File: config.mk
export PLATFORM = sky130hd
export DESIGN_NAME = system_bus
export DESIGN_NICKNAME = d
export VERILOG_FILES = /design/src/hdl/bus_pkg.sv /design/src/hdl/bus_arbiter.sv /design/src/hdl/bus_master_mux.sv /design/src/hdl/grant_priority.sv /design/src/hdl/system_bus.sv
export VERILOG_INCLUDE_DIRS = /design/src /design/src/hdl
export SDC_FILE = /design/constraint.sdc
export NUM_CORES = 1
export LEC_CHECK = 0
export ABC_AREA = 0
export BUFFER_PORTS_ARGS = -buffer_cell sky130_fd_sc_hd__buf_2
export CAP_MARGIN = 10
export CELL_PAD_IN_SITES_DETAIL_PLACEMENT = 0
export CELL_PAD_IN_SITES_GLOBAL_PLACEMENT = 1
export CORE_AREA = 2 2 184 186
export CTS_BUF_LIST = sky130_fd_sc_hd__clkbuf_8
export CTS_CLUSTER_DIAMETER = 40
export DETAILED_ROUTE_END_ITERATION = 7
export DIE_AREA = 0 0 186 188
export PLACE_DENSITY = 0.54
export SYNTH_ARGS = -nofsm -noshare
export SYNTH_HDL_FRONTEND = slang
export SYNTH_SLANG_ARGS = --single-unit
export TNS_END_PERCENT = 10
File: constraint.sdc
create_clock -name bus_clk -period 3.5 [get_ports bus_clk]
set_clock_uncertainty 0.15 [all_clocks]
set_input_delay 0.875 -clock bus_clk [delete_from_list [all_inputs] [get_ports bus_clk]]
set_output_delay 0.875 -clock bus_clk [all_outputs]
set_load 0.005 [all_outputs]
File: src/hdl/bus_consts.svh
`ifndef BUS_CONSTS_SVH
`define BUS_CONSTS_SVH

// Requesters on the shared bus
// 0 mem, 1 dcache, 2 icache, 3 kbd, 4 dma, 5 spare
`define BUS_MASTERS 6

// Byte address carried on the bus
`define BUS_ADDR_W 32

// Data word carried on the bus
`define BUS_DATA_W 32

`endif

File: src/hdl/bus_pkg.sv
`default_nettype none

`include "bus_consts.svh"

package bus_pkg;

   // One bit per requester
   // Used for requests, grants and controller acknowledges
   typedef logic [`BUS_MASTERS-1:0] req_vec_t;

   // Shared bus address
   typedef logic [`BUS_ADDR_W-1:0] bus_addr_t;

   // Shared bus data word
   typedef logic [`BUS_DATA_W-1:0] bus_data_t;

   // Arbiter FSM states
   typedef enum logic {
      arb_idle = 1'b0,
      arb_busy = 1'b1
   } arb_state_t;

endpackage

`default_nettype wire

File: src/hdl/bus_arbiter.sv
`default_nettype none
`timescale 1ns/1ps

`include "bus_consts.svh"

// Idle/busy arbiter for the shared bus
// Grant is registered and held until the transfer is acknowledged
module bus_arbiter
   import bus_pkg::*;
(
   input  logic     bus_clk,
   input  logic     arst_n,
   input  req_vec_t bus_req,
   input  req_vec_t cntrlr_ack,
   input  req_vec_t grant_next,
   output req_vec_t req_masked,
   output req_vec_t bus_grant,
   output logic     bus_ack
);

   arb_state_t state;
   arb_state_t state_next;
   req_vec_t   grant_d;
   logic       any_req;
   logic       other_pending;

   // Unified acknowledge, any controller ends the transfer
   assign bus_ack = |cntrlr_ack;

   // Owner is hidden from the picker while it holds the bus,
   // so a handover never lands on the same requester
   assign req_masked = (state == arb_busy) ? (bus_req & ~bus_grant) : bus_req;

   assign any_req       = |bus_req;
   assign other_pending = |req_masked;

   // Next state and next grant
   always_comb begin
      state_next = state;
      grant_d    = bus_grant;
      case (state)
         arb_idle: begin
            // Acknowledges seen here do not touch the grant
            if (any_req) begin
               state_next = arb_busy;
               grant_d    = grant_next;
            end
         end
         arb_busy: begin
            if (bus_ack) begin
               if (other_pending) begin
                  // Hand over to the best waiting requester
                  grant_d = grant_next;
               end else begin
                  grant_d    = '0;
                  state_next = arb_idle;
               end
            end
         end
         default: begin
            state_next = arb_idle;
            grant_d    = '0;
         end
      endcase
   end

   // State and grant registers
   always_ff @(posedge bus_clk or negedge arst_n) begin
      if (!arst_n) begin
         state     <= arb_idle;
         bus_grant <= '0;
      end else begin
         state     <= state_next;
         bus_grant <= grant_d;
      end
   end

   // Never two owners at once
   a_grant_onehot: assert property (
      @(posedge bus_clk) disable iff (!arst_n)
      $onehot0(bus_grant)
   ) else $error("bus_grant not one-hot: %h", bus_grant);

   // Grant and FSM state agree
   a_grant_state: assert property (
      @(posedge bus_clk) disable iff (!arst_n)
      (bus_grant != '0) == (state == arb_busy)
   ) else $error("bus_grant %h disagrees with state %s", bus_grant, state.name());

   // Owner keeps its request up until the transfer is acknowledged
   a_owner_holds: assert property (
      @(posedge bus_clk) disable iff (!arst_n)
      (state == arb_busy && !bus_ack) |=> |(bus_req & $past(bus_grant))
   ) else $error("owner dropped its request before bus_ack");

endmodule

`default_nettype wire

File: src/hdl/bus_master_mux.sv
`default_nettype none
`timescale 1ns/1ps

`include "bus_consts.svh"

// Drives the granted requester's address, data and strobe
// onto the shared bus
module bus_master_mux
   import bus_pkg::*;
(
   input  req_vec_t                      bus_grant,
   input  bus_addr_t [`BUS_MASTERS-1:0] master_addr,
   input  bus_data_t [`BUS_MASTERS-1:0] master_data,
   input  req_vec_t                      master_write,
   output bus_addr_t                     bus_addr,
   output bus_data_t                     bus_data,
   output logic                          bus_write
);

   // AND-OR select over the one-hot grant
   // A zero grant leaves every output at zero
   always_comb begin
      bus_addr  = '0;
      bus_data  = '0;
      bus_write = 1'b0;
      for (int i = 0; i < `BUS_MASTERS; i++) begin
         bus_addr  = bus_addr | (master_addr[i] & {`BUS_ADDR_W{bus_grant[i]}});
         bus_data  = bus_data | (master_data[i] & {`BUS_DATA_W{bus_grant[i]}});
         bus_write = bus_write | (master_write[i] & bus_grant[i]);
      end
   end

   // Two grant bits would OR two requesters together on the bus
   always_comb begin
      a_single_grant: assert ($onehot0(bus_grant))
         else $error("mux sees more than one grant bit: %h", bus_grant);
   end

endmodule

`default_nettype wire

File: src/hdl/grant_priority.sv
`default_nettype none
`timescale 1ns/1ps

`include "bus_consts.svh"

// Fixed priority picker, lowest index wins
// Index 0 is the memory controller, so it always comes first
module grant_priority
   import bus_pkg::*;
(
   input  req_vec_t req,
   output req_vec_t grant_next
);

   // Set at bit i when some lower index is already requesting
   req_vec_t taken;

   // Ripple chain from the highest priority requester upward
   // A bit survives only if nothing ahead of it asked
   // All zero when no request is set
   always_comb begin
      taken[0] = 1'b0;
      for (int i = 1; i < `BUS_MASTERS; i++) begin
         taken[i] = taken[i-1] | req[i-1];
      end
      grant_next = req & ~taken;
   end

endmodule

`default_nettype wire

File: src/hdl/system_bus.sv
`default_nettype none
`timescale 1ns/1ps

`include "bus_consts.svh"

// Shared system bus top
// Six requesters, one owner at a time
module system_bus
   import bus_pkg::*;
(
   input  logic                          bus_clk,
   input  logic                          arst_n,

   // Requester side
   input  req_vec_t                      bus_req,
   input  bus_addr_t [`BUS_MASTERS-1:0] master_addr,
   input  bus_data_t [`BUS_MASTERS-1:0] master_data,
   input  req_vec_t                      master_write,

   // Slave controller acknowledges, one-cycle pulses
   input  req_vec_t                      cntrlr_ack,

   output req_vec_t                      bus_grant,
   output logic                          bus_ack,

   // Shared bus
   output bus_addr_t                     bus_addr,
   output bus_data_t                     bus_data,
   output logic                          bus_write
);

   // Arbiter to picker and back
   req_vec_t req_masked;
   req_vec_t grant_next;

   grant_priority grant_priority_i (
      .req        (req_masked),
      .grant_next (grant_next)
   );

   bus_arbiter bus_arbiter_i (
      .bus_clk    (bus_clk),
      .arst_n     (arst_n),
      .bus_req    (bus_req),
      .cntrlr_ack (cntrlr_ack),
      .grant_next (grant_next),
      .req_masked (req_masked),
      .bus_grant  (bus_grant),
      .bus_ack    (bus_ack)
   );

   // Bus outputs follow the registered grant
   bus_master_mux bus_master_mux_i (
      .bus_grant    (bus_grant),
      .master_addr  (master_addr),
      .master_data  (master_data),
      .master_write (master_write),
      .bus_addr     (bus_addr),
      .bus_data     (bus_data),
      .bus_write    (bus_write)
   );

endmodule

`default_nettype wire

==> flow_metrics.py <==
metrics = {
    "status": {
        "outcome": "finished, final reports clean",
    },
    "final_layout": {
        "nNetsFinal": 1207,
        "n_fill_cell": 3783,
        "multi_input_area_um2": 2040,
        "fin_cells": 1253,
        "area_delta_synth_final_pct": 126,
        "seq_area_um2": 183,
        "layout-drive-gt1-share_pct": 63.7,
    },
    "pwr": {
        "irDropWorstVdd_v": 0.0000833,
        "p_leak_nw": 2.72,
        "power.density_nw_per_um2": 185,
    },
    "die": {
        "dieHeight_um": 188,
        "die-width_um": 186,
        "die-area_um2": 35000,
        "start_util_pct": 7.25,
        "ios": 476,
        "num_rows": 67,
        "core_um2": 33100,
    },
    "worst_setup_path": {
        "path_class": "in2out",
        "crit_path_start_kind": "input pin",
        "reg2reg_depth": 4,
        "cp-end-kind": "primary output",
        "crit_path_max_fanout": 5,
        "crit_arrival_ps": 1910,
        "cp.required_ps": 2470,
    },
    "route": {
        "first_iter_violations": 293,
        "drc": 0,
        "vias": 5189,
        "routed_wl_um": 22000,
        "first_pass_iters": 4,
        "drtAntennaViolNets": 0,
        "avgViaCountPerCell": 4.14,
        "post_drt_wl_per_cell_um": 17.6,
    },
    "synth": {
        "syn_avg_cell_area_um2": 6.88,
        "synthCells": 349,
        "yosys.area_share.simple_pct": 17.8,
        "netlist_area_um2": 2400,
        "synth_fa_ha_area_share_pct": 0,
        "seq_area_frac_synth_pct": 7.29,
        "yosys_register_bits": 7,
        "synth-compound-area-share_pct": 65.3,
        "synth_xor_area_share_pct": 0,
        "synth_mux_area_share_pct": 1.88,
        "synth.net_count": 753,
        "yosysUniqueCellTypes": 26,
        "yosysWarnings": 0,
        "synth_top_family_by_area": "compound AO/OA/AOI/OAI gates",
    },
    "sta": {
        "rsz0062_at_grt": "no",
        "worstMarginPinSlew_ps": 666,
        "setup_viol": 0,
        "finalSetupTns_ps": 0,
        "maxSlewViolCount": 0,
        "min_period_ps": 2940,
        "period_share_pct": 83.9,
        "hold_violations": 0,
        "max_freq_mhz": 340,
        "max_slew_margin_pct": 55.6,
        "worst_slack_ps": 563,
    },
    "clock_tree": {
        "clk_path_buf_depth": 2,
        "h-tree-depth": 1,
        "tritoncts": "built",
        "cts_resized": 0,
        "cts_buffers": 3,
        "post_cts_buffers": 0,
        "clockRootBuffer": "clkbuf_8",
        "cts.sinks": 7,
        "postCtsHoldBufs": 0,
        "cts.clk_slew.worst_paths_ps": 40,
        "clk_latency_ps": 230,
    },
    "placed_design": {
        "placedCellCount": 1246,
        "gp_congestion": 0.789,
        "hpwl_um": 18000,
        "portBuffers": 475,
        "place_ws_ps": 545,
    },
    "grt": {
        "grt_pass1_wl_um": 29000,
        "met1_usage_pct": 11.8,
        "grt.busiest_layer": "met2",
        "grt_remaining_overflow": 0,
        "gr-usage-met2_pct": 21.7,
        "grt_pass1_vias": 5128,
        "antenna_found_initial": 3,
        "grt_use_total_pct": 11.1,
        "use_met3_pct": 1.20,
        "grt_max_degree": 45,
    },
    "min_path": {
        "hp-class": "in2async",
    },
    "flow_run": {
        "maxCapViolations": 0,
    },
}
==> where the power goes <==
group	internal (mW)	switching, mW
sequential	0.0868	0.0336
combinational	0.401	0.373
clock	0.0759	0.0361
==> layout make-up <==
| cell class | count | area share, % |
|---|---|---|
| clock inverters | 1 | 0.0691 |
| multi-input cells | 293 | 37.6 |
| clock buffers | 3 | 0.760 |
| flip-flops and latches | 7 | 3.36 |
| diodes | 3 | 0.138 |
| repair buffers | 493 | 47.4 |
| well taps | 448 | 10.3 |
| inverters | 5 | 0.346 |
==> critical path: stages <==
cell and delay (ps):
buf_2 100, or4_4 530, nor3_4 220, inv_1 70, buf_2 130
==> worst paths after layout <==
kind,slack [ps],start,endpoint
min in group bus_clk,630,bus_arbiter_i.bus_grant[3],bus_arbiter_i.bus_grant[3]
max,560,cntrlr_ack[1],bus_ack
max in group asynchronous,2690,arst_n,bus_arbiter_i.bus_grant[5]
min,330,arst_n,bus_arbiter_i.state
max reg2reg,1440,bus_arbiter_i.bus_grant[0],bus_arbiter_i.bus_grant[3]
min reg2reg,630,bus_arbiter_i.bus_grant[3],bus_arbiter_i.bus_grant[3]
==> synthesized netlist by cell type <==
cell type | n | area [um^2]
o2bb2ai_1 | 1 | 8.76
a22oi_1 | 195 | 1460
clkbuf_1 | 32 | 120
dfrtp_1 | 7 | 175
nand2b_1 | 2 | 12.5
and3_1 | 1 | 6.26
buf_2 | 1 | 5.00
nor2_1 | 4 | 15.0
or4_4 | 1 | 11.3
a21o_4 | 1 | 15.0
nor3_4 | 1 | 16.3
a21oi_1 | 1 | 5.00
nor4_1 | 1 | 6.26
nor3_1 | 2 | 10.0
inv_1 | 5 | 18.8
a2111oi_0 | 1 | 8.76
o221ai_1 | 2 | 17.5
nand2_1 | 3 | 11.3
o21ai_0 | 1 | 5.00
nor3b_1 | 1 | 7.51
a21boi_0 | 3 | 22.5
buf_1 | 11 | 41.3
mux2_2 | 4 | 45.0
a221o_2 | 2 | 22.5
nand3_1 | 65 | 325
nor2b_1 | 1 | 6.26
==> sequential cells by signal, indices dropped and copies added, names as in the netlist <==
signal and cells:
bus_arbiter_i.bus_grant 6, bus_arbiter_i.state 1
==> cell families after synthesis <==
family | Yosys count
buffers and inverters | 49
flip-flops | 7
AO/OA/AOI/OAI | 207
multiplexers | 4
AND/OR/NAND/NOR | 82
==> per-stage QoR <==
stage	utilization (%)	cell area, um^2	hold WS [ps]	total power [mW]
6_report	16.4	5430	327	1.01
4_1_cts	16.4	5420	327	1.01
3_3_place_gp	16.2	5380	568	0.902
2_1_floorplan	-	2400	429	0.393
3_5_place_dp	16.2	5380	571	0.897
5_1_grt	16.4	5430	334	1.09
==> placed cells by master, fill, tap and decap left out <==
master | synthesis | layout
a22oi_1 | 195 | 195
nor2b_1 | 1 | 1
nor4_1 | 1 | 1
dfrtp_1 | 7 | 1
diode_2 | 0 | 3
a2111oi_0 | 1 | 1
buf_4 | 0 | 13
o21ai_0 | 1 | 1
nand3_1 | 65 | 65
and3_1 | 1 | 1
dfrtp_2 | 0 | 6
a21o_4 | 1 | 1
nor3_4 | 1 | 1
a221o_2 | 2 | 2
inv_1 | 5 | 6
clkbuf_8 | 0 | 3
o2bb2ai_1 | 1 | 1
nand2_1 | 3 | 3
buf_2 | 1 | 475
a21boi_0 | 3 | 3
nor2_1 | 4 | 4
nor3b_1 | 1 | 1
buf_12 | 0 | 5
o221ai_1 | 2 | 2
mux2_2 | 4 | 4
or4_4 | 1 | 1
a21oi_1 | 1 | 1
nand2b_1 | 2 | 2
nor3_1 | 2 | 2
==> metal layers <==
layer  vias up  share of wire, %
met5         -                 0
met4         0               3.3
met3        35               7.4
met2       366                51
met1      2387                38
li1       2401                 -
No activity file was read; power rests on OpenSTA's default activity.
